===== src/hw/snd_params.svh =====
// Sound board widths, decoder region codes and ADPCM block geometry
`ifndef SND_PARAMS_SVH
`define SND_PARAMS_SVH

// Sound CPU address bus
`define SND_AW 21

// External ROM, bit 17 splits program from ADPCM samples
`define SND_ROM_AW 18

// Program half of the external ROM
`define SND_PROG_AW 16

// 8 KB work RAM
`define SND_RAM_AW 13

// Upper address codes seen on A[20:16], I/O page uses A[19:16] with A20 set
`define SND_HI_ROM 5'h00
`define SND_HI_RAM 5'h1f
`define SND_HI_IO 4'h3

// Bytes in one ADPCM block and the shift from start byte to block address
`define SND_ADPCM_LEN 16
`define SND_BLOCK_SHIFT 4

`endif


===== src/hw/snd_pkg.sv =====
// Shared types for the sound board, decoded regions and ROM grant owner
package snd_pkg;

    // Regions the sound CPU address can fall into
    typedef enum logic [2:0] {
        // Open bus, reads FF
        region_none,
        // Program ROM, lower 64 KB
        region_rom,
        // Work RAM at 1F0000
        region_ram,
        // ADPCM start and status register
        region_adpcm,
        // Sound latch from the main CPU
        region_latch
    } snd_region_t;

    // Current owner of the external ROM
    typedef enum logic [1:0] {
        // Nobody holds the ROM
        grant_idle,
        // Decoder program fetch
        grant_prog,
        // ADPCM sample fetcher
        grant_adpcm
    } rom_grant_t;

endpackage


===== src/hw/rom_port_if.sv =====
// ROM request port between one requester and the ROM arbiter
`timescale 1ns/1ps
`include "snd_params.svh"

interface rom_port_if;

    // Request level, held with addr until ok is seen
    logic                  cs;
    logic [`SND_ROM_AW-1:0] addr;

    // Read data, valid while ok and cs are both high
    logic [7:0]            data;
    logic                  ok;

    // Side that asks for ROM bytes
    modport requester (
        output cs,
        output addr,
        input  data,
        input  ok
    );

    // Side that owns the physical ROM
    modport arbiter (
        input  cs,
        input  addr,
        output data,
        output ok
    );

endinterface


===== src/hw/rom_arbiter.sv =====
// Fixed-priority arbiter sharing the external ROM between program and ADPCM
`timescale 1ns/1ps
`include "snd_params.svh"

module rom_arbiter (
    input  logic                   clk,
    input  logic                   rst,
    input  logic [7:0]             rom_data,
    input  logic                   rom_ok,
    output logic                   rom_cs,
    output logic [`SND_ROM_AW-1:0] rom_addr,
    rom_port_if.arbiter            prog,
    rom_port_if.arbiter            pcm
);
    snd_pkg::rom_grant_t grant;

    // Grant in idle only with program fetch first
    always_ff @(posedge clk or posedge rst) begin
        if (rst) begin
            grant <= snd_pkg::grant_idle;
        end else begin
            case (grant)
                snd_pkg::grant_idle: begin
                    if (prog.cs) begin
                        grant <= snd_pkg::grant_prog;
                    end else if (pcm.cs) begin
                        grant <= snd_pkg::grant_adpcm;
                    end
                end
                // Owner keeps the ROM until its cs falls
                snd_pkg::grant_prog: begin
                    if (!prog.cs) begin
                        grant <= snd_pkg::grant_idle;
                    end
                end
                snd_pkg::grant_adpcm: begin
                    if (!pcm.cs) begin
                        grant <= snd_pkg::grant_idle;
                    end
                end
                default: grant <= snd_pkg::grant_idle;
            endcase
        end
    end

    // ROM pins follow the owner
    always_comb begin
        rom_cs   = 1'b0;
        rom_addr = prog.addr;
        if (grant == snd_pkg::grant_prog) begin
            rom_cs = prog.cs;
        end else if (grant == snd_pkg::grant_adpcm) begin
            rom_cs   = pcm.cs;
            rom_addr = pcm.addr;
        end
    end

    // Only the owner sees the answer
    assign prog.ok   = rom_ok && grant == snd_pkg::grant_prog;
    assign pcm.ok    = rom_ok && grant == snd_pkg::grant_adpcm;
    assign prog.data = grant == snd_pkg::grant_prog ? rom_data : 8'h00;
    assign pcm.data  = grant == snd_pkg::grant_adpcm ? rom_data : 8'h00;

    // A pending request keeps its owner and address until the ROM answers
    a_request_held: assert property (@(posedge clk) disable iff (rst)
        (rom_cs && !rom_ok) |=> (!rom_cs || rom_addr == $past(rom_addr)));

endmodule


===== src/flat_wrapper.sv =====
// flat-port wrapper written by rule: the top's interface ports become plain ports
module rom_arbiter_flat 
  (clk, rst, rom_data, rom_ok, rom_cs, rom_addr, prog_cs, prog_addr, prog_data, prog_ok, pcm_cs, pcm_addr, pcm_data, pcm_ok);
  rom_port_if prog_i ();
  rom_port_if pcm_i ();
  input  logic clk;
  input  logic rst;
  input  logic [7:0] rom_data;
  input  logic rom_ok;
  output logic rom_cs;
  output logic [`SND_ROM_AW-1:0] rom_addr;
  input wire logic [$bits(prog_i.cs)-1:0] prog_cs;
  input wire logic [$bits(prog_i.addr)-1:0] prog_addr;
  output wire logic [$bits(prog_i.data)-1:0] prog_data;
  output wire logic [$bits(prog_i.ok)-1:0] prog_ok;
  input wire logic [$bits(pcm_i.cs)-1:0] pcm_cs;
  input wire logic [$bits(pcm_i.addr)-1:0] pcm_addr;
  output wire logic [$bits(pcm_i.data)-1:0] pcm_data;
  output wire logic [$bits(pcm_i.ok)-1:0] pcm_ok;
  assign prog_i.cs = prog_cs;
  assign prog_i.addr = prog_addr;
  assign prog_data = prog_i.data;
  assign prog_ok = prog_i.ok;
  assign pcm_i.cs = pcm_cs;
  assign pcm_i.addr = pcm_addr;
  assign pcm_data = pcm_i.data;
  assign pcm_ok = pcm_i.ok;
  rom_arbiter u_core (.clk(clk), .rst(rst), .rom_data(rom_data), .rom_ok(rom_ok), .rom_cs(rom_cs), .rom_addr(rom_addr), .prog(prog_i), .pcm(pcm_i));
endmodule

===== config.mk =====
export PLATFORM = sky130hd
export DESIGN_NAME = rom_arbiter_flat
export DESIGN_NICKNAME = d
export VERILOG_FILES = /design/src/hw/snd_pkg.sv /design/src/hw/rom_port_if.sv /design/src/hw/rom_arbiter.sv /design/src/flat_wrapper.sv
export VERILOG_INCLUDE_DIRS = /design/src /design/src/hw
export SDC_FILE = /design/constraint.sdc
export NUM_CORES = 1
export LEC_CHECK = 0
export ABC_AREA = 1
export BUFFER_PORTS_ARGS = -buffer_cell sky130_fd_sc_hd__buf_2
export CORE_MARGIN = 5
export CORE_UTILIZATION = 23
export DETAILED_ROUTE_END_ITERATION = 8
export GPL_TIMING_DRIVEN = 0
export MAX_ROUTING_LAYER = met4
export PLACE_DENSITY_LB_ADDON = 0.15
export SYNTH_ARGS = -nofsm -noshare
export SYNTH_HDL_FRONTEND = slang
export SYNTH_SLANG_ARGS = --single-unit

===== constraint.sdc =====
create_clock -name clk -period 1 [get_ports clk]
set_clock_uncertainty 0.05 [all_clocks]
set_input_delay 0.1 -clock clk [delete_from_list [all_inputs] [get_ports clk]]
set_output_delay 0.1 -clock clk [all_outputs]
set_load 0.02 [all_outputs]

Word level (Yosys, flattened, before mapping)
Cells that the tools add are included.
{"block": "totals", "register_bits": 2, "latchBits": 0, "ramBits": 0, "rom_bits": 0, "input_bits": 49, "output_inout_bits": 37, "word_cells": 21, "n_memories": 0}
{"block": "op_classes", "addsub": 0, "n_mul": 0, "div_mod_pow": 0, "magnitude_cmp": 0, "n_eq_ne": 5, "n_shift": 0, "mux": 11, "bitwise_logic": 0, "reduce_logical": 4}
{"operator": "18-bit 2-to-1 mux", "n": 2}
{"operator": "8-bit 2-to-1 mux", "n": 2}
{"operator": "2-bit 2-to-1 mux", "n": 4}
{"operator": "2-bit one-hot mux with 3 select lines", "n": 1}
{"operator": "2-bit inequality test (second input constant)", "n": 2}
{"operator": "3-bit inequality test (second input constant)", "n": 1}
{"operator": "3-bit AND reduction", "n": 1}
{"operator": "2-bit by 1-bit equality test with 1-bit output (second input constant)", "n": 1}
{"operator": "2-bit equality test (second input constant)", "n": 1}
{"operator": "1-bit logical AND", "n": 2}
{"operator": "2-bit logical NOT", "n": 1}
{"operator": "1-bit 2-to-1 mux", "n": 2}

Depth between registers and ports, before layout
Gate-level depths: netlist of run 1.
{"block": "depth", "word_depth": 3, "depth_mapped": 5, "mapped_depth_nobuf": 4}

Worst setup path after synthesis of run 1
OpenSTA, ideal clock, no wires.
{"block": "synth_timing", "path_type": "register -> output", "start": "register u_core.grant[0]", "end": "output port pcm_data[0]", "arrival_ns": 0.967, "required_ns": 0.850, "setup_slack_ns": -0.117, "path_stages_with_launch": 5, "path_buffers": 1, "path_cell_list": "dfrtp_1 -> inv_2 -> nand2_4 -> buf_6 -> nor2_1"}
{"block": "synth_via", "elab_chain_cells": 2}
{"element": "start: declaration", "line_no": "rom_arbiter.sv:15", "rtl": "snd_pkg::rom_grant_t grant;"}
{"element": "start signal: assignment", "line_no": "rom_arbiter.sv:20", "rtl": "grant <= snd_pkg::grant_idle;"}
{"element": "start signal: assignment", "line_no": "rom_arbiter.sv:25", "rtl": "grant <= snd_pkg::grant_prog;"}
{"element": "start signal: assignment", "line_no": "rom_arbiter.sv:27", "rtl": "grant <= snd_pkg::grant_adpcm;"}
{"element": "2-bit equality test", "line_no": "rom_arbiter.sv:62", "rtl": "assign pcm.data = grant == snd_pkg::grant_adpcm ? rom_data : 8'h00;"}
{"element": "8-bit 2-to-1 mux", "line_no": "rom_arbiter.sv:62"}
{"element": "end: declaration", "line_no": "flat_wrapper.sv:18", "rtl": "output wire logic [$bits(pcm_i.data)-1:0] pcm_data;"}
Every way passes these cells.

Worst setup path in the final report of run 1
{"block": "layout_timing", "start": "register u_core.grant[1]", "end": "output port rom_addr[7]"}
{"block": "layout_via", "elab_chain_cells": 3, "word_cells_on_any_way": 4, "classes_between": "eq/ne (2); mux (2)"}
{"element": "2-bit equality test", "line_no": "rom_arbiter.sv:52", "rtl": "end else if (grant == snd_pkg::grant_adpcm) begin"}
{"element": "18-bit 2-to-1 mux", "line_no": "rom_arbiter.sv:52"}
{"element": "18-bit 2-to-1 mux (*)", "line_no": "rom_arbiter.sv:50", "rtl": "if (grant == snd_pkg::grant_prog) begin"}
{"element": "end: declaration", "line_no": "flat_wrapper.sv:11", "rtl": "output logic [`SND_ROM_AW-1:0] rom_addr;"}
Mark *: on every way between the ends. The rest lies on a longest branch, timed or not.

==> impl_metrics.yaml, run 1 <==
grt:
  grt_start_max_net_pins: 11
  antenna_found_initial: 0
  grtUsageMet1_pct: 16.6
  gr-max-usage-layer: "met2"
  gr-usage-met2_pct: 35.0
  overflow: 0
  grt_usage_pct: 17.7
  grt_pass1_vias: 1066
  grt_pass1_wl_mm: 4.40
  met3_usage_pct: 3.48
yosys:
  synthesis.area_um2: 482
  netlist_top_cells_count: "38 x nand2_1, 20 x nand3_1, 20 x nor2_1, 12 x inv_1"
  synth_cells: 101
  syn_avg_cell_area_um2: 4.77
  ys_async_sr_fraction_pct: 100
  synth_area_leaders: "nand2_1 30%, nand3_1 21%, nor2_1 16%, dfrtp_1 10%, inv_1 9.4%"
  ys_seq_area_share_pct: 10.4
  syn_nets: 150
  ys_ff_latch: 2
  synth.most_common_cell: "nand2_1"
  synth_top_area_cell: "nand2_1"
  synth_cell_type_count: 11
  yosysWarnings: 0
  netlist.area_leader.share_pct: 29.6
  synth_edf_count: 0
  ys.flop_type: "dfrtp_1"
cells_and_area:
  fin_cells: 222
  syn_to_final_growth_pct: 194
  final_area_um2: 1410
  largest_reg_flops: 2
  nFillCells: 183
  drive_gt1_share_pct: 77.9
  top_regs: "u_core.grant: 2 flops"
  largest_register: "u_core.grant"
  n_antenna_cell: 0
  nets: 246
timing:
  final-max-slew-violation-count: 0
  setup_ws_ps: -356
  finalCriticalPeriod_ps: 1360
  max_freq_mhz: 737
  worst_pin_slew_ps: 166
  hold_viol_final: 0
  rsz0062_at_grt: "yes"
  finalCritPeriodShare_pct: 136
  slew_headroom_pct: 88.9
  finalSetupViolations: 37
  setup_tns_ps: -11310
die:
  core_area_um2: 1980
  die_w_um: 55.8
  start_util_pct: 24.3
  rows: 16
  die-height_um: 55.8
  io_pins: 86
  dieArea_um2: 3110
placement:
  place_ws_ps: -194
  placed_area_um2: 1010
  placed_cells: 213
  portBuffers: 85
  place_congestion: 0.812
  place_hpwl_mm: 1.90
outcome:
  outcome: "finished, violations left"
  violations: "negative setup slack"
worst_setup_path:
  rr_endpoint: "u_core.grant[1]"
  critical_path_required_ps: 850
  rr_worst_depth: 3
  worstSetupPathType: "flop to output pin"
  path_max_fanout: 6
  setup.worst_path.end: "rom_addr[7]"
  worstPathArrival_ps: 1210
  crit_path_start_kind: "flop"
  cp-startpoint: "u_core.grant[1]"
  r2r_setup_slack_ps: 40
  critPathCaptureType: "output pin"
  rr_startpoint: "u_core.grant[1]"
clocking:
  root_buffer: "clkbuf_4"
  cts_tree: "done"
  cts.clk_slew.worst_paths_ps: 30
  numCtsBuffers: 3
  cts-htree-levels: 1
  clockBufferDepth: 2
  cts.sinks: 2
  insertion_delay_ps: 220
detailed_routing:
  drt-total-wl_mm: 2.72
  vias: 993
  first_pass_iters: 2
  antenna_left: 0
  wl_per_cell_um: 12.3
  drt_drc_violations_left: 0
  drt-initial-drc-count: 12
  via_per_inst: 4.47
worst_hold_path:
  hp-class: "input port to flop"
power:
  powerDensity_nw_per_um2: 701
  total_power_uw: 992
  p_leak_nw: 0.798
  ir_drop_mv: 0.515
job:
  drv_cap: 0
-- metrics by stage --
| stage | hold slack, ps | util (%) |
|---|---|---|
| after floorplan | -209 | - |
| after global placement | -99.1 | 51.2 |
| after detailed placement | -89.8 | 51.2 |
| after CTS | 54.1 | 70.4 |
| after global routing | 81.3 | 71.3 |
| final | 67.2 | 71.3 |
-- where the power goes --
| part | internal [mW] | total [mW] | switching (mW) |
|---|---|---|---|
| logic | 0.347 | 0.725 | 0.378 |
| registers | 0.0874 | 0.0936 | 0.00623 |
| clock network | 0.132 | 0.173 | 0.0412 |
| total | 0.566 | 0.992 | 0.426 |
-- cell type report --
cell class                      count  area [um^2]  area share (%)
Multi-Input combinational cell     80          509            36.0
Buffer                              6         56.3            3.98
Timing Repair Buffer               91          692            48.9
Clock buffer                        3         22.5            1.59
Tap cell                           27         33.8            2.39
Inverter                           13         48.8            3.45
Sequential cell                     2         51.3            3.63
-- critical path, stage by stage (launching register included) --
cell,delay [ps]
dfrtp_2,430
nand2_4,160
buf_6,150
nand2_2,60
nand2_2,70
buf_6,110
-- worst min-delay path by stage --
stage                           end     from  cells after the start  slack [ps]
floorplan           u_core.grant[0]      rst                      1        -210
global placement    u_core.grant[1]      rst                      2        -100
detailed placement  u_core.grant[0]      rst                      2         -90
CTS                 u_core.grant[0]  prog_cs                      3          50
global route        u_core.grant[0]  prog_cs                      3          80
finish              u_core.grant[0]  prog_cs                      3          70
-- cells in the final DEF, fill, tap and decap left out --
| master | count |
|---|---|
| buf_16 | 1 |
| buf_2 | 49 |
| buf_4 | 15 |
| buf_6 | 30 |
| buf_8 | 1 |
| clkbuf_4 | 3 |
| dfrtp_1 | 1 |
| dfrtp_2 | 1 |
| dlygate4sd3_1 | 1 |
| inv_1 | 11 |
| inv_2 | 2 |
| nand2_1 | 5 |
| nand2_2 | 33 |
| nand2_4 | 1 |
| nand2_8 | 1 |
| nand3_1 | 20 |
| nor2_1 | 5 |
| nor2_2 | 7 |
| nor2_4 | 8 |
-- what timing repair did --
| action | CTS | global route |
|---|---|---|
| resized for setup | 96 | 5 |
| endpoints found under the setup margin | 38 | 38 |
| pin swaps | 1 | 1 |
| buffers inserted | 3 | 0 |
| gates cloned | 2 | 0 |
| hold buffers | 1 | 0 |
| endpoints found under the hold margin | 2 | 0 |
-- per-layer routing --
layer	routed length, um	up-vias
met5	0	-
met4	0	0
met3	226	0
met2	1600	49
met1	890	449
li1	-	495
-- cells by family (layout without fill, tap and decap cells) --
family	after synthesis	after routing	synth area share, %
simple gates	80	80	69.6
flops	2	2	10.4
buf+inv	19	113	20.0
Power figures use the tool's default switching activity.
==> run 2, diff against run 1 <==
Settings changed: CORE_ASPECT_RATIO set to 1.5, HOLD_SLACK_MARGIN set to 0.05.
==> run 2 against run 1 <==
Compared with the run above: the flow still finishes with violations (negative setup slack); final cell count decreased by 1.4%; register-to-register slack got worse by 50 ps; utilization increased by 3.1 points; clock power about the same; maximum frequency decreased by 0.18%; worst hold slack got worse by 1.8 ps; clock-buffer cell count unchanged; power increased by 5.7%; global-route usage increased by 2.9 points; routed wire length increased by 9.8%; critical path type unchanged; largest cell class unchanged.
==> impl_metrics.yaml, run 2 (synthesis results as in run 1) <==
cells_and_area:
  largest_register: "u_core.grant"
  n_antenna_cell: 0
  syn_to_final_growth_pct: 213
  fin_cells: 219
  drive_gt1_share_pct: 79.2
  layout_common_cells: "51 x buf_2, 36 x buf_6, 31 x nand2_2"
  nFillCells: 153
  top_regs: "u_core.grant: 2 flops"
  final_common_cell: "buf_2"
  nets: 248
  final_area_um2: 1510
  largest_reg_flops: 2
detailed_routing:
  wl_per_cell_um: 13.6
  antenna_left: 0
  first_pass_iters: 4
  drt-total-wl_mm: 2.99
  drt_drc_violations_left: 0
  via_per_inst: 4.75
  drt-initial-drc-count: 16
  vias: 1041
grt:
  grt_usage_pct: 20.7
  grt_start_max_net_pins: 11
  grt_pass1_wl_mm: 4.55
  antenna_found_initial: 0
  grt_pass1_vias: 1113
  overflow: 0
power:
  powerDensity_nw_per_um2: 695
  p_leak_nw: 0.824
  total_power_mw: 1.05
  ir_drop_mv: 0.582
placement:
  place_hpwl_mm: 1.96
  placed_cells: 208
  place_congestion: 0.745
  placed_area_um2: 1010
  portBuffers: 85
clocking:
  root_buffer: "clkbuf_4"
  cts_tree: "done"
  cts.sinks: 2
  numCtsBuffers: 3
  clockBufferDepth: 2
  cts-htree-levels: 1
  cts.clk_slew.worst_paths_ps: 30
  insertion_delay_ps: 220
timing:
  final-max-slew-violation-count: 0
  setup_tns_ps: -12180
  finalCriticalPeriod_ps: 1360
  slew_headroom_pct: 88.1
  finalCritPeriodShare_pct: 136
  max_freq_mhz: 736
  hold_viol_final: 0
  setup_ws_ps: -359
  finalSetupViolations: 38
  hold_ws_ps: 65.4
  worst_pin_slew_ps: 179
  rsz0062_at_grt: "yes"
worst_setup_path:
  crit_path_top_delay_cell: "dfrtp_1"
  path_max_fanout: 6
  worstPathArrival_ps: 1210
  rr_worst_depth: 3
  critical_path_required_ps: 850
  critPathMaxStageDelay_ps: 400
  path_delay_family: "flip-flops"
  worst-path-buf-inv: 3
  critPathCaptureType: "output pin"
  crit_chain: "inv_4, nand2_8, buf_6, nand2_2, nand2_2, buf_6"
  r2r_setup_slack_ps: -10
  worstSetupPathType: "flop to output pin"
  cp.depth: 6
  crit_path_start_kind: "flop"
die:
  io_pins: 86
  start_util_pct: 23.8
  core_area_um2: 2030
  rows: 20
  die-height_um: 66.1
  die_w_um: 47.4
  dieArea_um2: 3130
outcome:
  violations: "negative setup slack"
  outcome: "finished, violations left"
job:
  drv_cap: 0
worst_hold_path:
  hold-path-cell-count: 3
  hp-class: "input port to flop"
-- run 2: changes by cell type in the layout (fill, tap and decap cells not counted) --
| cell | delta |
|---|---|
| nand2_1 | -4 |
| inv_2 | -1 |
| nand2_2 | -2 |
| nor2_2 | -7 |
| buf_6 | +6 |
| nor2_4 | +3 |
| inv_4 | +1 |
| buf_2 | +2 |
| buf_4 | -8 |
| buf_8 | +1 |
| nand3_2 | +2 |
| nand2_4 | +7 |
| nor2_1 | +4 |
| nand3_1 | -2 |
-- run 2: layer usage --
layer | GRT usage [%] | vias to the layer above | wire length (um)
li1 | - | 504 | -
met1 | 17.2 | 466 | 885
met2 | 38.1 | 63 | 1740
met3 | 5.18 | 8 | 278
met4 | 11.8 | 0 | 82
met5 | - | - | 0
-- run 2: what timing repair did --
item / CTS / global route
gates cloned: 3 / 1
setup endpoints to repair: 38 / 38
gates resized for setup: 97 / 24
pin swaps: 1 / 1
hold buffers: 1 / 0
endpoints found under the hold margin: 2 / 0
buffers inserted: 3 / 1
-- run 2: final cells by class --
type / count / area, um^2 / area share, %
inverter: 13 / 51.3 / 3.40
sequential: 2 / 51.3 / 3.40
timing repair buffer: 92 / 709 / 47.0
clock buffer: 3 / 22.5 / 1.49
tap: 22 / 27.5 / 1.82
buffer: 6 / 71.3 / 4.73
multi-input combinational: 81 / 576 / 38.1
-- run 2: report_power, final --
part           internal [mW]  switching (mW)  leakage [nW]
Clock                  0.132          0.0429        0.0138
Combinational          0.371           0.406         0.787
Sequential            0.0874         0.00939        0.0239
-- run 2: per-stage QoR --
step	util (%)	setup slack (ps)
finish	74.4	-359
global route	74.4	-424
CTS	69.3	-342
detailed placement	49.8	-194
global placement	49.8	-180
floorplan	-	-43.2
-- run 2: worst register-to-register path: cells and delay by family, from the launching register on --
kind / cells / cell delay (ps)
DFF: 1 / 450
buffers and inverters: 1 / 200
and+or+nand+nor: 2 / 190
-- run 2: worst paths after layout --
| path | to | startpoint |
|---|---|---|
| hold reg to reg | u_core.grant[1] | u_core.grant[0] |
| hold / removal | u_core.grant[0] | prog_cs |
| max in group asynchronous | u_core.grant[1] | rst |
| setup / recovery | rom_addr[5] | u_core.grant[0] |
| min in group asynchronous | u_core.grant[0] | rst |
| setup reg to reg | u_core.grant[1] | u_core.grant[1] |
==> run 3, diff against run 2 <==
==> constraint.sdc (replaced) <==
create_clock -name clk -period 1 [get_ports clk]
set_clock_uncertainty 0.05 [all_clocks]
set_input_delay 0 -clock clk [delete_from_list [all_inputs] [get_ports clk]]
set_output_delay 0 -clock clk [all_outputs]
set_load 0.02 [all_outputs]
==> run 3 against run 2 <==
Compared with the run above: the flow still finishes with violations (negative setup slack); register-to-register slack gained 20 ps; clock power barely moved; combinational power down 2%; critical path depth unchanged; non-clock buffer count unchanged; final area fell by 1.5%; final cell count stayed put; flip-flop and latch count stayed put; die area stayed put.
==> impl_metrics.yaml, run 3 (synthesis results as in run 1) <==
placement:
  portBuffers: 85
  place_congestion: 0.682
  place_hpwl_mm: 1.87
  placed_cells: 208
  placed_area_um2: 935
cells_and_area:
  top_regs: "u_core.grant: 2 flops"
  utilization_pct: 73.3
  n_antenna_cell: 0
  fin_cells: 219
  drive_gt1_share_pct: 76.1
  nFillCells: 161
  syn_to_final_growth_pct: 209
  final_common_cell: "buf_2"
  largest_reg_flops: 2
  largest_register: "u_core.grant"
  final_area_um2: 1490
  layout_common_cells: "48 x buf_2, 32 x nand2_2, 30 x buf_6"
  nets: 248
timing:
  setup_ws_ps: -266
  final-max-slew-violation-count: 0
  slew_headroom_pct: 87.4
  hold_viol_final: 0
  finalCritPeriodShare_pct: 127
  rsz0062_at_grt: "yes"
  finalCriticalPeriod_ps: 1270
  worst_pin_slew_ps: 188
  setup_tns_ps: -8370
  finalSetupViolations: 37
  max_freq_mhz: 790
detailed_routing:
  drt-total-wl_mm: 2.90
  first_pass_iters: 3
  wl_per_cell_um: 13.2
  via_per_inst: 4.63
  drt-initial-drc-count: 12
  vias: 1014
  antenna_left: 0
  drt_drc_violations_left: 0
die:
  io_pins: 86
  start_util_pct: 23.8
  die_w_um: 47.4
  die-height_um: 66.1
  rows: 20
  core_area_um2: 2030
  dieArea_um2: 3130
worst_setup_path:
  critPathMaxStageDelay_ps: 400
  path_max_fanout: 5
  worstSetupPathType: "flop to output pin"
  path_common_cell: "nand2_2"
  worstPathArrival_ps: 1220
  rr_startpoint: "u_core.grant[1]"
  crit_chain: "inv_4, nand2_8, buf_8, nand2_2, nand2_2, buf_6"
  path_delay_family: "flip-flops"
  critPathCaptureType: "output pin"
  crit_path_start_kind: "flop"
  crit_path_top_delay_cell: "dfrtp_1"
  cp-startpoint: "u_core.grant[0]"
  critical_path_required_ps: 950
  worst-path-buf-inv: 3
  r2r_setup_slack_ps: 10
clocking:
  cts.clk_slew.worst_paths_ps: 30
  cts.sinks: 2
  root_buffer: "clkbuf_4"
  clockBufferDepth: 2
  cts_tree: "done"
  cts-htree-levels: 1
  numCtsBuffers: 3
  insertion_delay_ps: 220
outcome:
  outcome: "finished, violations left"
  violations: "negative setup slack"
power:
  powerDensity_nw_per_um2: 695
  p_leak_nw: 0.824
  ir_drop_mv: 0.539
grt:
  grt_start_max_net_pins: 11
  overflow: 0
  grt_pass1_vias: 982
  grt_pass1_wl_mm: 3.80
  antenna_found_initial: 0
  grt_usage_pct: 16.7
job:
  drv_cap: 0
worst_hold_path:
  hp-class: "input port to asynchronous set/reset pin"
## run 3: changes by cell type in the layout (fill, tap and decap cells not counted), sizes merged
cell	previous run	this run
dlygate4sd3	1	3
buf	97	93
clkbuf	3	5
## run 3: final timing paths
| check | to | depth (start not counted) |
|---|---|---|
| setup / recovery | rom_addr[12] | 6 |
| hold / removal | u_core.grant[0] | 3 |
| setup reg to reg | u_core.grant[1] | 3 |
| hold reg to reg | u_core.grant[1] | 4 |
| max in group asynchronous | u_core.grant[1] | 3 |
| min in group clk | rom_addr[13] | 4 |
## run 3: timing repair
action | in CTS | in global routing
setup endpoints to repair | 38 | 38
pin swaps | 2 | 8
gates resized for setup | 40 | 95
buffers inserted | 2 | 0
endpoints found under the hold margin | 4 | 0
hold buffers | 3 | 0
gates cloned | 1 | 2
## run 3: metrics by stage
step	worst slack [ps]	power, mW	hold slack, ps
2_1_floorplan	-17.2	0.371	-309
3_3_place_gp	-66.3	0.570	-203
3_5_place_dp	-69.5	0.578	-188
4_1_cts	-226	0.842	126
5_1_grt	-332	1.11	149
6_report	-266	1.03	127
## run 3: tightest hold or removal path: cells and delay by family
kind | cells | cell delay (ps)
buffers and inverters | 3 | 730
## run 3: area by class of cell
cell class              count  area (um^2)  area share (%)
clock buffers               3         22.5            1.52
flip-flops and latches      2         51.3            3.45
multi-input cells          81          536            36.0
plain buffers               6         67.6            4.55
well taps                  22         27.5            1.85
inverters                  13         51.3            3.45
repair buffers             92          731            49.2
## run 3: report_power, final
part           internal, mW  leakage, nW  switching, mW
sequential           0.0874       0.0239        0.00921
combinational         0.369        0.786          0.392
clock                 0.132       0.0138         0.0431
total                 0.589        0.824          0.444
## run 3: per-layer routing
| metal | vias to the layer above | part of all wire [%] | global-route usage (%) |
|---|---|---|---|
| li1 | 499 | - | - |
| met1 | 444 | 32 | 15.7 |
| met2 | 65 | 56 | 31.2 |
| met3 | 6 | 11 | 2.45 |
| met4 | 0 | 1.5 | 6.92 |
| met5 | - | 0 | - |
