**src/hw/snd_params.svh**
```systemverilog
// Sound board widths, decoder region codes and ADPCM block geometry
`ifndef SND_PARAMS_SVH
`define SND_PARAMS_SVH

// Sound CPU address bus
`define SND_AW 21

// External ROM, bit 17 splits program from ADPCM samples
`define SND_ROM_AW 18

// Program half of the external ROM
`define SND_PROG_AW 16

// 8 KB work RAM
`define SND_RAM_AW 13

// Upper address codes seen on A[20:16], I/O page uses A[19:16] with A20 set
`define SND_HI_ROM 5'h00
`define SND_HI_RAM 5'h1f
`define SND_HI_IO 4'h3

// Bytes in one ADPCM block and the shift from start byte to block address
`define SND_ADPCM_LEN 16
`define SND_BLOCK_SHIFT 4

`endif

```
**src/hw/snd_pkg.sv**
```systemverilog
// Shared types for the sound board, decoded regions and ROM grant owner
package snd_pkg;

    // Regions the sound CPU address can fall into
    typedef enum logic [2:0] {
        // Open bus, reads FF
        region_none,
        // Program ROM, lower 64 KB
        region_rom,
        // Work RAM at 1F0000
        region_ram,
        // ADPCM start and status register
        region_adpcm,
        // Sound latch from the main CPU
        region_latch
    } snd_region_t;

    // Current owner of the external ROM
    typedef enum logic [1:0] {
        // Nobody holds the ROM
        grant_idle,
        // Decoder program fetch
        grant_prog,
        // ADPCM sample fetcher
        grant_adpcm
    } rom_grant_t;

endpackage

```
**src/hw/rom_port_if.sv**
```systemverilog
// ROM request port between one requester and the ROM arbiter
`timescale 1ns/1ps
`include "snd_params.svh"

interface rom_port_if;

    // Request level, held with addr until ok is seen
    logic                  cs;
    logic [`SND_ROM_AW-1:0] addr;

    // Read data, valid while ok and cs are both high
    logic [7:0]            data;
    logic                  ok;

    // Side that asks for ROM bytes
    modport requester (
        output cs,
        output addr,
        input  data,
        input  ok
    );

    // Side that owns the physical ROM
    modport arbiter (
        input  cs,
        input  addr,
        output data,
        output ok
    );

endinterface

```
**src/hw/snd_decoder.sv**
```systemverilog
// Sound CPU address decoder with select latching, read mux, wait and NMI latch
`timescale 1ns/1ps
`include "snd_params.svh"

module snd_decoder (
    input  logic                   clk,
    input  logic                   rst,
    input  logic [`SND_AW-1:0]     cpu_addr,
    input  logic [7:0]             cpu_dout,
    input  logic                   cpu_wrn,
    input  logic                   cpu_sx,
    input  logic                   cpu_ce,
    input  logic                   snreq,
    input  logic [7:0]             latch,
    input  logic [7:0]             ram_q,
    input  logic [7:0]             adpcm_status,
    output logic [7:0]             cpu_din,
    output logic                   cpu_waitn,
    output logic                   nmi_n,
    output logic [`SND_RAM_AW-1:0] ram_addr,
    output logic                   ram_we,
    output logic                   adpcm_we,
    rom_port_if.requester          prog
);
    snd_pkg::snd_region_t addr_region;
    snd_pkg::snd_region_t region;
    logic                 rom_sel;
    logic                 ram_sel;
    logic                 adpcm_sel;
    logic                 latch_sel;

    function automatic snd_pkg::snd_region_t decode(input logic [`SND_AW-1:0] a);
        snd_pkg::snd_region_t r;
        r = snd_pkg::region_none;
        if (a[`SND_AW-1 -: 5] == `SND_HI_ROM) begin
            r = snd_pkg::region_rom;
        end else if (a[`SND_AW-1 -: 5] == `SND_HI_RAM) begin
            r = snd_pkg::region_ram;
        end else if (a[`SND_AW-1] && a[`SND_AW-2 -: 4] == `SND_HI_IO) begin
            // A15 splits the I/O page
            if (a[`SND_PROG_AW-1]) begin
                r = snd_pkg::region_latch;
            end else begin
                r = snd_pkg::region_adpcm;
            end
        end
        return r;
    endfunction

    always_comb begin
        addr_region = decode(cpu_addr);
    end

    // Region is taken at sx and dropped at ce, latch select tracks the address
    always_ff @(posedge clk or posedge rst) begin
        if (rst) begin
            region    <= snd_pkg::region_none;
            latch_sel <= 1'b0;
        end else begin
            latch_sel <= addr_region == snd_pkg::region_latch;
            if (cpu_sx) begin
                region <= addr_region;
            end else if (cpu_ce) begin
                region <= snd_pkg::region_none;
            end
        end
    end

    assign rom_sel   = region == snd_pkg::region_rom;
    assign ram_sel   = region == snd_pkg::region_ram;
    assign adpcm_sel = region == snd_pkg::region_adpcm;

    // Program fetch lives in the lower half of the shared ROM
    assign prog.cs   = rom_sel;
    assign prog.addr = {{(`SND_ROM_AW-`SND_PROG_AW){1'b0}}, cpu_addr[`SND_PROG_AW-1:0]};

    assign ram_addr = cpu_addr[`SND_RAM_AW-1:0];
    // Writes land on the ce cycle
    assign ram_we   = ram_sel && !cpu_wrn && cpu_ce;
    assign adpcm_we = adpcm_sel && !cpu_wrn && cpu_ce;

    // Read data mux, during writes the bus carries the CPU's own byte
    always_ff @(posedge clk) begin
        if (!cpu_wrn) begin
            cpu_din <= cpu_dout;
        end else if (ram_sel) begin
            cpu_din <= ram_q;
        end else if (adpcm_sel) begin
            cpu_din <= adpcm_status;
        end else if (latch_sel) begin
            cpu_din <= latch;
        end else if (rom_sel) begin
            cpu_din <= prog.data;
        end else begin
            cpu_din <= 8'hff;
        end
    end

    always_ff @(posedge clk or posedge rst) begin
        if (rst) begin
            cpu_waitn <= 1'b1;
            nmi_n     <= 1'b1;
        end else begin
            // Stall the CPU until the ROM byte arrives
            cpu_waitn <= !(rom_sel && !prog.ok);
            // A new latch write beats the acknowledge
            if (snreq) begin
                nmi_n <= 1'b0;
            end else if (latch_sel && cpu_ce && cpu_wrn) begin
                nmi_n <= 1'b1;
            end
        end
    end

    a_one_select: assert property (@(posedge clk) disable iff (rst)
        $onehot0({rom_sel, ram_sel, adpcm_sel, latch_sel}));

    a_ce_not_waiting: assert property (@(posedge clk) disable iff (rst)
        cpu_ce |-> cpu_waitn);

endmodule

```
**src/flat_wrapper.sv**
```systemverilog
// flat-port wrapper written by rule: the top's interface ports become plain ports
module snd_decoder_flat 
  (clk, rst, cpu_addr, cpu_dout, cpu_wrn, cpu_sx, cpu_ce, snreq, latch, ram_q, adpcm_status, cpu_din, cpu_waitn, nmi_n, ram_addr, ram_we, adpcm_we, prog_cs, prog_addr, prog_data, prog_ok);
  rom_port_if prog_i ();
  input  logic clk;
  input  logic rst;
  input  logic [`SND_AW-1:0] cpu_addr;
  input  logic [7:0] cpu_dout;
  input  logic cpu_wrn;
  input  logic cpu_sx;
  input  logic cpu_ce;
  input  logic snreq;
  input  logic [7:0] latch;
  input  logic [7:0] ram_q;
  input  logic [7:0] adpcm_status;
  output logic [7:0] cpu_din;
  output logic cpu_waitn;
  output logic nmi_n;
  output logic [`SND_RAM_AW-1:0] ram_addr;
  output logic ram_we;
  output logic adpcm_we;
  output wire logic [$bits(prog_i.cs)-1:0] prog_cs;
  output wire logic [$bits(prog_i.addr)-1:0] prog_addr;
  input wire logic [$bits(prog_i.data)-1:0] prog_data;
  input wire logic [$bits(prog_i.ok)-1:0] prog_ok;
  assign prog_cs = prog_i.cs;
  assign prog_addr = prog_i.addr;
  assign prog_i.data = prog_data;
  assign prog_i.ok = prog_ok;
  snd_decoder u_core (.clk(clk), .rst(rst), .cpu_addr(cpu_addr), .cpu_dout(cpu_dout), .cpu_wrn(cpu_wrn), .cpu_sx(cpu_sx), .cpu_ce(cpu_ce), .snreq(snreq), .latch(latch), .ram_q(ram_q), .adpcm_status(adpcm_status), .cpu_din(cpu_din), .cpu_waitn(cpu_waitn), .nmi_n(nmi_n), .ram_addr(ram_addr), .ram_we(ram_we), .adpcm_we(adpcm_we), .prog(prog_i));
endmodule
```
**config.mk**
```make
export PLATFORM = sky130hd
export DESIGN_NAME = snd_decoder_flat
export DESIGN_NICKNAME = d
export VERILOG_FILES = /design/src/hw/snd_pkg.sv /design/src/hw/rom_port_if.sv /design/src/hw/snd_decoder.sv /design/src/flat_wrapper.sv
export VERILOG_INCLUDE_DIRS = /design/src /design/src/hw
export SDC_FILE = /design/constraint.sdc
export NUM_CORES = 1
export LEC_CHECK = 0
export BUFFER_PORTS_ARGS = -buffer_cell sky130_fd_sc_hd__buf_2
export CAP_MARGIN = 10
export CORE_ASPECT_RATIO = 1.75
export CORE_MARGIN = 2
export CORE_UTILIZATION = 34
export DETAILED_ROUTE_END_ITERATION = 6
export HOLD_SLACK_MARGIN = 0.02
export PLACE_DENSITY_LB_ADDON = 0.3
export SLEW_MARGIN = 20
export SYNTH_ARGS = -nofsm -noshare
export SYNTH_HDL_FRONTEND = slang
export SYNTH_SLANG_ARGS = --single-unit
```
**constraint.sdc**
```tcl
create_clock -name clk -period 1.4 [get_ports clk]
set_input_delay 0.35 -clock clk [delete_from_list [all_inputs] [get_ports clk]]
set_output_delay 0.35 -clock clk [all_outputs]
set_load 0.005 [all_outputs]
```
After elaboration in Yosys (flattened, before gate mapping)
Cells that the tools add are included.
- eq/ne operators: 6
- mux-type cells: 13
- reduce and logical (&&, ||, !) cells: 14
- operators with widths (cell ; number):
    8-bit two-way mux ; 5
    3-bit two-way mux ; 6
    1-bit logical AND ; 8
    3-bit by 2-bit == test with 1-bit output (second input constant) ; 2
    5-bit == test (second input constant) ; 1
    5-bit zero test ; 1
    4-bit by 2-bit == test with 1-bit output (second input constant) ; 1
    2-bit nonzero test ; 2
    3-bit by 1-bit == test with 1-bit output (second input constant) ; 1
    3-bit == test (second input constant) ; 1
    1-bit zero test ; 3
    1-bit two-way mux ; 2
- register bits after elaboration: 14
- bits of input ports: 68
- output and inout port bits: 44
- word-level logic and storage cells: 38

Depth between registers and ports, before layout
Gate-level depths: netlist of run 1.
- depth in word-level cells: 6
- gate-level depth with buffers: 4

Worst setup path before layout of run 1
Ideal clock, no wire load.
- path kind: register -> output
- start point: reg u_core.region[1]
- end point: out ram_we
- data arrival time: 0.882 ns
- data required time: 1.050 ns
- path slack: 0.168 ns
- cell stages (with the launch flop): 4
- cell sequence: dfrtp_1 nor2b_1 buf_4 and4bb_2
- cells in the longest elaborated chain, start to end: 3
- ends and longest elaborated chain (item ; line ; RTL):
    from (decl) ; snd_decoder.sv:26 ; snd_pkg::snd_region_t region;
    from (signal assigned) ; snd_decoder.sv:57 ; region <= snd_pkg::region_none;
    from (signal assigned) ; snd_decoder.sv:62 ; region <= addr_region;
    from (signal assigned) ; snd_decoder.sv:64 ; region <= snd_pkg::region_none;
    3-bit by 2-bit == test with 1-bit output ; snd_decoder.sv:70 ; assign ram_sel = region == snd_pkg::region_ram;
    1-bit logical AND (2 in series) ; snd_decoder.sv:79 ; assign ram_we = ram_sel && !cpu_wrn && cpu_ce;
    to (decl) ; flat_wrapper.sv:20 ; output logic ram_we;
Every way passes these cells.

Worst setup path in the final report of run 1
- start point: reg u_core.region[2]
- end point: out ram_we
The elaborated chain is that of the path after synthesis.

==> run metrics, run 1 <==
Worst EP required=approximately 1.1 ns; Seq/Total Area, Yosys=a little under a third; CTS Buf Count=3; buffers from clock root to sink, at most=2; Synth Flop Type=dfxtp_1; Netlist cell types=27; CP peak stage delay=around 0.4 ns; critical path launch point type=flip-flop; Root Driver=clkbuf_8; PD cells=between 800 and 900 nW/µm²; Total Wirelength=2729 µm; ant diodes=0; Boundary Pins=112; Die Wd=approximately 46 µm; Max Slew Vio Count=0; RSZ-0062 raised after global routing=true; Die H=between 70 and 80 µm; GP Congestion=~0.76; crit end category=output pin; failing checks=setup timing; Worst Skew=0.001760 ns; Synth Register Bits=14; clock sinks=14; CP Class=reg -> out; status=finished with violations; minimum clock period=roughly 1.5 ns; Setup violations, final=2; area grow syn2layout=19.81%; CTS tree=done; Cell Rows=26; Pleak=0.0006188 µW; Final Hold Fails=0; Design Area, Final=approximately 1200 µm²; CP top delay family=flip-flops; Syn Std Cell Area=~1000 µm²; Syn Inst Count=between 100 and 150; Detail Route Antenna Nets=0; Hold Path Class=in -> reg; first-pass GRT wire length=between 3000 and 4000 µm; via count=approximately 1000; Final Util=a little over two fifths; largest net degree at the start of global routing=18; Arrival @ worst endpoint=roughly 1.1 ns; via/cell ratio=about 5.2; routed len/inst=approximately 15 µm; post-synthesis area per instance=8.685 µm²; Final TNS setup=-0.1289 ns; H-tree depth=1; Overflow after GRT=0; WP buf/inv=1; crit path max-delay cell type=dfrtp_1; Critical Path Fanout Max=3; total power=around 1000 µW; area of the core=around 3000 µm²; f_max=between 600 and 700 MHz; fraction of registers with async set/reset=42.86%; Initial Util=a little over a third; Clock transition at path regs=0.06 ns; IO buf count=66; Syn. warnings=0; fin crit share=105.7%; min setup slack post-route=-0.07918 ns; drc violations=0; hold_ws=roughly 0.22 ns; DRT Pass-1 Iters=3; NumNets Final=approximately 230; vias in the first global route=942; Max-cap violations=0; Post-synth EDFFs=0; initial antenna violation count=0; DRT iter0 DRCs=7; area of placed instances=between 1000 and 1500 µm²; Clk Latency, worst-skew pair=0.25 ns; Worst VDD drop=0.4054 mV; worst path cell trace=nor2b_2 -> and4bb_2 -> buf_6; layout cell share with drive strength beyond 1=around half; area of the die=between 3000 and 4000 µm²; Total GRT Usage=between 15 and 20%
synthesized netlist by cell type (3+ instances only):
library cell  instances  area, µm²
nor2_1                3      11.26
buf_6                 3      33.78
dfrtp_1               4      100.1
o21ba_1               7      70.07
a31oi_1               9      56.30
buf_4                34      255.2
o21ai_1               8      40.04
inv_1                 5      18.77
o22ai_1              16      100.1
dfxtp_1               8      160.2
worst reg2reg max path, stage by stage, from the launching register on:
cell and delay, ns:
dfrtp_1 0.40, buf_4 0.14, nand4bb_2 0.36, o22ai_1 0.21
a31oi_1 0.06
cell families after synthesis:
kind of cell | Yosys count | synth area share (%)
AO/OA/AOI/OAI | 46 | 29.89
other | 1 | 0.3598
buffers and inverters | 43 | 30.01
AND/OR/NAND/NOR | 16 | 9.725
flip-flops | 14 | 30.01
cell usage in the layout, fill, tap and decap left out, drive strengths merged:
cell type    synthesis  layout
dlygate4sd3          0       1
a31oi                9       9
o32ai                2       2
nor3                 2       2
buf                 38      72
or3                  1       1
and4b                1       1
nor3b                1       1
dfstp                2       2
dfrtp                4       4
clkbuf               0       4
and3                 2       2
o22ai               16      16
nand4bb              1       1
inv                  5       5
nor2b                1       1
nand2                2       2
nand2b               1       1
nor2                 3       3
a21oi                2       2
o21ai                8       8
dfxtp                8       8
a21o                 1       1
and4bb               1       1
o21ba                8       8
conb                 1       2
stage by stage:
step	instances	worst slack (ns)
2_1_floorplan	121	0.1678
3_3_place_gp	180	0.1429
3_5_place_dp	180	0.1181
4_1_cts	186	-0.08186
5_1_grt	188	-0.1492
6_report	188	-0.07918
final cells by class:
type | count | area (µm²)
multi-input cells | 64 | 435.4
repair buffers | 73 | 391.6
fillers | 320 | 1679
flip-flops and latches | 14 | 312.8
well taps | 28 | 35.03
clock buffers | 4 | 55.05
inverters | 5 | 18.77
routing by layer:
layer	global-route usage [%]	routed length, µm	vias to the layer above
li1	-	-	483
met1	13.31	886	426
met2	26.11	1478	51
met3	4.000	233	21
met4	13.14	130	0
met5	0	0	-
state kept, by name (all words and copies together) (netlist names):
name              cells
u_core.latch_sel      1
u_core.cpu_din        8
u_core.nmi_n          1
u_core.region         3
u_core.cpu_waitn      1
report_power, final:
part	total, µW	internal [µW]	switching (µW)
Clock	408	249	159
Combinational	180	104	76.4
Sequential	424	419	5.14
path summary, 6_finish.rpt:
kind / cells past startpoint / startpoint / to / slack [ns]
max: 3 / u_core.region[2]$_DFFE_PP0P_ / ram_we / -0.08
min reg2reg: 2 / u_core.nmi_n$_DFFE_PP1P_ / u_core.nmi_n$_DFFE_PP1P_ / 0.57
max reg2reg: 4 / u_core.region[2]$_DFFE_PP0P_ / u_core.cpu_din[7]$_DFF_P_ / 0.12
max in group asynchronous: 3 / rst / u_core.cpu_waitn$_DFF_PP1_ / 0.60
min in group asynchronous: 3 / rst / u_core.region[0]$_DFFE_PP0P_ / 0.55
min: 2 / snreq / u_core.nmi_n$_DFFE_PP1P_ / 0.22
timing repair:
item / CTS / global route
cloned: 0 / 0
resized for setup: 3 / 2
hold endpoints to repair: 4 / 0
pin swaps: 1 / 1
hold buffers: 1 / 0
buffers inserted: 1 / 2
setup endpoints to repair: 3 / 11
Note: power is estimated with default switching activity, not from simulation.
==> run 2: changes to the inputs <==
--- a/config.mk
+++ b/config.mk
@@ -10,7 +10,8 @@
 export CAP_MARGIN = 10
 export CORE_ASPECT_RATIO = 1.75
 export CORE_MARGIN = 2
-export CORE_UTILIZATION = 34
+export CORE_UTILIZATION = 36
+export CTS_BUF_LIST = sky130_fd_sc_hd__clkbuf_4
 export DETAILED_ROUTE_END_ITERATION = 6
 export HOLD_SLACK_MARGIN = 0.02
 export PLACE_DENSITY_LB_ADDON = 0.3
==> run 2 against run 1 <==
Effect of this change: the flow still finishes with violations (setup timing); worst hold slack lost 0.043 ns; via count grew 1.1%; register-to-register slack is essentially flat; count of clock-buffer cells in the layout shrank 1; sequential power is essentially flat; critical endpoint unchanged; largest cell class unchanged; highest routed layer unchanged.
==> run metrics, run 2 (synthesized netlist as in run 1, its figures left out) <==
status=finished with violations; failing checks=setup timing; Total GRT Usage=15.64% (+0.33 points); reg-to-reg startpoint=u_core.latch_sel$_DFF_PP0_; critical path launch point type=flip-flop; Die Wd=44.68 µm (-2.6%); most frequent cells in the layout=buf_2 (66), o22ai_1 (16), a31oi_1 (9), o21ai_1 (8), dfxtp_1 (8); busiest layer in global routing=met2; Design Area, Final=1192 µm² (-4.5%); RSZ-0062 raised after global routing=true; IO buf count=66 (unchanged); hold endpoint=u_core.nmi_n$_DFFE_PP1P_; max reg flops=8 (unchanged); Boundary Pins=112 (unchanged); Arrival @ worst endpoint=1.22 ns (+0.09 ns); Total Wirelength=2772 µm (+1.6%); most common cell after layout, fill and taps aside=buf_2; R2R setup slack=0.13 ns (about the same); CP Class=reg -> out; CTS Buf Count=3 (unchanged); Final Util=43.82% (+1.2 points); initial antenna violation count=0 (unchanged); Final Hold Fails=0 (unchanged); Root Driver=clkbuf_4; Detail Route Antenna Nets=0 (unchanged); Worst EP required=1.05 ns (about the same); WHS Path Cells=2 (unchanged); Worst Skew=0.004198 ns (+0.002438 ns); min setup slack post-route=-0.1661 ns (-0.08688 ns); buffers from clock root to sink, at most=2 (unchanged); Cell Rows=25 (-3.8%); GP Congestion=0.8385 (+9.7%); biggest regs=u_core.cpu_din x8, u_core.region x3; Top reg by flops=u_core.cpu_din; Worst VDD drop=0.4657 mV (+15%); first-pass GRT wire length=3829 µm (-1.8%); met2 Usage GRT=30.92% (+4.8 points); DP HPWL=2246 µm; Pleak=0.0005992 µW (-3.2%); H-tree depth=1 (unchanged); Max Slew Vio Count=0 (unchanged); Overflow after GRT=0 (unchanged); crit end category=output pin; area of the die=3359 µm² (-5.2%); CTS tree=done; NumNets Final=228 (-0.44%); Max-cap violations=0 (unchanged); Hold Path Class=in -> reg; met1 Usage GRT=14.18% (+0.87 points); PD cells=702.8 nW/µm² (-13%); ant diodes=0 (unchanged); Final Non-Filler Cells=186 (-1.1%); Worst Reg-to-Reg Cells=3 (-1); Initial Util=38.30% (+2.7 points); worst slack, placed=0.1185 ns (+0.0004330 ns); Clock transition at path regs=0.09 ns (+0.03 ns); fin crit share=111.9% (+6.2 points); DRT iter0 DRCs=27 (+20); layout cell share with drive strength beyond 1=49.69% (-2.2 points); via/cell ratio=5.333 (+2.2%); minimum clock period=1.566 ns (+0.08688 ns); Placed Cells=180 (unchanged); area grow syn2layout=14.41%; Clk Latency, worst-skew pair=0.28 ns (+0.03 ns); vias in the first global route=947 (+0.53%); Hold Crit Start=snreq; via count=992 (+1.1%); Die H=75.18 µm (-2.7%); largest net degree at the start of global routing=18 (unchanged); routed len/inst=14.90 µm (+2.7%); Setup violations, final=3 (+1); DRT Pass-1 Iters=3 (unchanged); area of the core=2721 µm² (-7.1%); area of placed instances=1146 µm² (+0.55%); reg2reg end=u_core.cpu_din[0]$_DFF_P_; Critical Path Fanout Max=4 (+1); Final TNS setup=-0.3636 ns (-0.2347 ns); f_max=638.5 MHz (-5.5%); drc violations=0 (unchanged); clock sinks=14 (unchanged); GR Layer Usage met3=3.597% (-0.40 points)
## run 2: changes by cell type in the layout (fill, tap and decap cells not counted), sizes merged
cell	delta
clkinv	+1
clkbuf	-1
buf	-1
## run 2: worst max-delay path, cell delays in order (launching register included)
cell	delay, ns
dfrtp_1	0.42
nor2b_2	0.18
and4bb_2	0.24
buf_2	0.11
## run 2: metrics by stage
| step | hold slack (ns) | power, µW |
|---|---|---|
| 4_1_cts | 0.1686 | 848.9 |
| 6_report | 0.1786 | 838.0 |
| 3_5_place_dp | 0.2774 | 609.1 |
| 5_1_grt | 0.1646 | 888.6 |
| 2_1_floorplan | 0.1395 | 573.8 |
| 3_3_place_gp | 0.2718 | 605.6 |
## run 2: power by group
group          internal [µW]  switching, µW  leakage, µW  total (µW)
Sequential               418           5.41     0.000143         424
Clock                    103            132    0.0000154         235
Combinational            102           77.0     0.000440         179
Total                    624            214     0.000599         838
## run 2: area by class of cell
class                           count  area [µm²]
Fill cell                         285        1529
Clock inverter                      1       3.754
Tap cell                           27       33.78
Inverter                            5       18.77
Sequential cell                    14       312.8
Multi-Input combinational cell     64       422.9
Clock buffer                        3       22.52
Timing Repair Buffer               72       377.9
## run 2: metal layers
| metal | wire length (µm) | vias up |
|---|---|---|
| met1 | 957 | 448 |
| met2 | 1549 | 53 |
| li1 | - | 487 |
| met3 | 243 | 4 |
| met4 | 22 | 0 |
| met5 | 0 | - |
## run 2: worst max path at each step
stage / start / depth (start not counted) / end
5_1_grt: u_core.region[2]$_DFFE_PP0P_ / 3 / ram_we
3_3_place_gp: u_core.region[2]$_DFFE_PP0P_ / 3 / ram_we
4_1_cts: u_core.region[2]$_DFFE_PP0P_ / 3 / ram_we
6_report: u_core.region[2]$_DFFE_PP0P_ / 3 / ram_we
2_1_floorplan: u_core.region[1]$_DFFE_PP0P_ / 3 / ram_we
3_5_place_dp: u_core.latch_sel$_DFF_PP0_ / 3 / u_core.cpu_din[0]$_DFF_P_
## run 2: timing repair
item | in CTS | in global routing
gates resized for setup | 1 | 0
setup endpoints to repair | 3 | 3
gates cloned | 0 | 0
hold endpoints to repair | 4 | 0
buffers inserted | 1 | 0
hold buffers | 1 | 0
pin swaps | 1 | 0
==> run 3: changes to the inputs <==
--- a/config.mk
+++ b/config.mk
@@ -15,6 +15,7 @@
 export DETAILED_ROUTE_END_ITERATION = 6
 export HOLD_SLACK_MARGIN = 0.02
 export PLACE_DENSITY_LB_ADDON = 0.3
+export SETUP_SLACK_MARGIN = 0.5
 export SLEW_MARGIN = 20
 export SYNTH_ARGS = -nofsm -noshare
 export SYNTH_HDL_FRONTEND = slang
==> run 3 against run 2 <==
Effect of this change: critical endpoint unchanged; the run still ends with setup timing left; worst hold slack better by 0.0065 ns; combinational power is 33% higher; power is 7.0% higher; worst setup slack better by 0.059 ns; clock skew is 0.0053 ns higher; critical path type unchanged.
==> run metrics, run 3 (synthesized netlist as in run 1, its figures left out) <==
status=finished with violations; failing checks=setup timing; Max-cap violations=0 (unchanged); DRT Pass-1 Iters=3 (unchanged); critical path launch point type=flip-flop; Final Hold Fails=0 (unchanged); Cell Rows=25 (unchanged); clock sinks=14 (unchanged); WP buf/inv=1 (unchanged); Die H=75.18 µm (unchanged); largest net degree at the start of global routing=18 (unchanged); via count=1080 (+8.9%); Die Wd=44.68 µm (unchanged); vias in the first global route=1069 (+13%); Total GRT Usage=16.86% (+1.2 points); fill count=259 (-9.1%); area of placed instances=1151 µm² (+0.44%); buffers from clock root to sink, at most=2 (unchanged); most frequent cells in the layout=buf_2 (64), o22ai_2 (11), buf_4 (10), a31oi_1 (9); R2R setup slack=0.05 ns (-0.08 ns); Clock transition at path regs=0.08 ns (about the same); Critical Path Fanout Max=3 (-1); area of the core=2721 µm² (unchanged); Clk Latency, worst-skew pair=0.28 ns (about the same); Setup violations, final=3 (unchanged); Boundary Pins=112 (unchanged); IO buf count=66 (unchanged); Worst VDD drop=0.3813 mV (-18%); Detail Route Antenna Nets=0 (unchanged); max reg flops=8 (unchanged); DRT iter0 DRCs=6 (-78%); area of the die=3359 µm² (unchanged); worst slack, placed=0.1322 ns (+0.01366 ns); CTS Buf Count=3 (unchanged); PD cells=588.9 nW/µm² (-16%); fin crit share=107.6% (-4.2 points); CP Class=reg -> out; first-pass GRT wire length=4209 µm (+9.9%); Placed Cells=179 (-0.56%); Total Wirelength=3025 µm (+9.1%); DP HPWL=2223 µm (-1.0%); RSZ-0062 raised after global routing=true; GP Congestion=0.7745 (-7.6%); Arrival @ worst endpoint=1.16 ns (-0.06 ns); CTS tree=done; worst path cell trace=nor2b_2 -> and4bb_2 -> buf_2; Root Driver=clkbuf_4; layout cell share with drive strength beyond 1=69.19% (+20 points); biggest regs=u_core.cpu_din x8, u_core.region x3; NumNets Final=241 (+5.7%); hold_ws=0.1850 ns (+0.006451 ns); crit end category=output pin; f_max=663.7 MHz (+3.9%); Final TNS setup=-0.2722 ns (+0.09136 ns); H-tree depth=1 (unchanged); Worst EP required=1.05 ns (about the same); initial antenna violation count=0 (unchanged); ant diodes=0 (unchanged); Initial Util=38.30% (unchanged); via/cell ratio=5.427 (+1.8%); CP peak stage delay=0.41 ns (about the same); Max Slew Vio Count=0 (unchanged); Hold Path Class=in -> reg; routed len/inst=15.20 µm (+2.0%); most common cell after layout, fill and taps aside=buf_2; drc violations=0 (unchanged); CP top delay family=flip-flops; Top reg by flops=u_core.cpu_din; Overflow after GRT=0 (unchanged); Pleak=0.0006926 µW (+16%); Design Area, Final=1523 µm² (+28%); Final Non-Filler Cells=199 (+7.0%); crit path max-delay cell type=dfrtp_1; Worst Skew=0.009502 ns (+0.005303 ns); area grow syn2layout=46.10%; min setup slack post-route=-0.1067 ns (+0.05937 ns); minimum clock period=1.507 ns (-0.05937 ns)
[run 3: what timing repair did]
| action | in CTS | in global routing |
|---|---|---|
| gates resized for setup | 13 | 30 |
| endpoints found under the hold margin | 4 | 0 |
| pin swaps | 3 | 16 |
| gates cloned | 0 | 1 |
| hold buffers | 1 | 0 |
| endpoints found under the setup margin | 25 | 26 |
| buffers inserted | 3 | 11 |
[run 3: area by class of cell]
cell class	instances	area, µm²	area share [%]
inverters	5	26.28	1.726
well taps	27	33.78	2.219
clock buffers	3	22.52	1.479
multi-input cells	64	601.8	39.52
repair inverters	1	7.507	0.4930
flip-flops and latches	14	316.6	20.79
repair buffers	84	510.5	33.53
clock inverters	1	3.754	0.2465
[run 3: per-stage QoR]
stage	util, %	power [µW]
after floorplan	-	577.3
final	55.95	896.7
after CTS	46.85	871.0
after detailed placement	42.30	609.3
after global placement	42.30	605.3
after global routing	55.95	952.9
[run 3: worst register-to-register path, delay by kind of cell, from the launching register on]
family,cells,cell delay (ns)
buffers and inverters,4,0.46
AND/OR/NAND/NOR,1,0.07
AO/OA/AOI/OAI,2,0.25
flip-flops,1,0.45
[run 3: metal layers]
| layer | GRT usage (%) | up-vias | part of all wire [%] |
|---|---|---|---|
| li1 | - | 507 | - |
| met1 | 15.56 | 495 | 31 |
| met2 | 30.43 | 62 | 55 |
| met3 | 4.317 | 16 | 8.4 |
| met4 | 12.46 | 0 | 5.3 |
| met5 | 0 | - | 0 |
[run 3: final timing paths]
| check | from | end | depth (start not counted) |
|---|---|---|---|
| hold / removal | snreq | u_core.nmi_n$_DFFE_PP1P_ | 2 |
| hold reg to reg | u_core.latch_sel$_DFF_PP0_ | u_core.nmi_n$_DFFE_PP1P_ | 2 |
| max in group asynchronous | rst | u_core.nmi_n$_DFFE_PP1P_ | 3 |
| min in group asynchronous | rst | u_core.region[0]$_DFFE_PP0P_ | 3 |
| setup / recovery | u_core.region[2]$_DFFE_PP0P_ | ram_we | 3 |
| setup reg to reg | u_core.region[0]$_DFFE_PP0P_ | u_core.cpu_din[2]$_DFF_P_ | 7 |
[run 3: where the power goes]
part / switching [µW] / internal [µW] / leakage, µW
clock network: 131 / 103 / 0.0000154
logic: 103 / 134 / 0.000537
registers: 5.54 / 419 / 0.000140
total: 240 / 657 / 0.000693
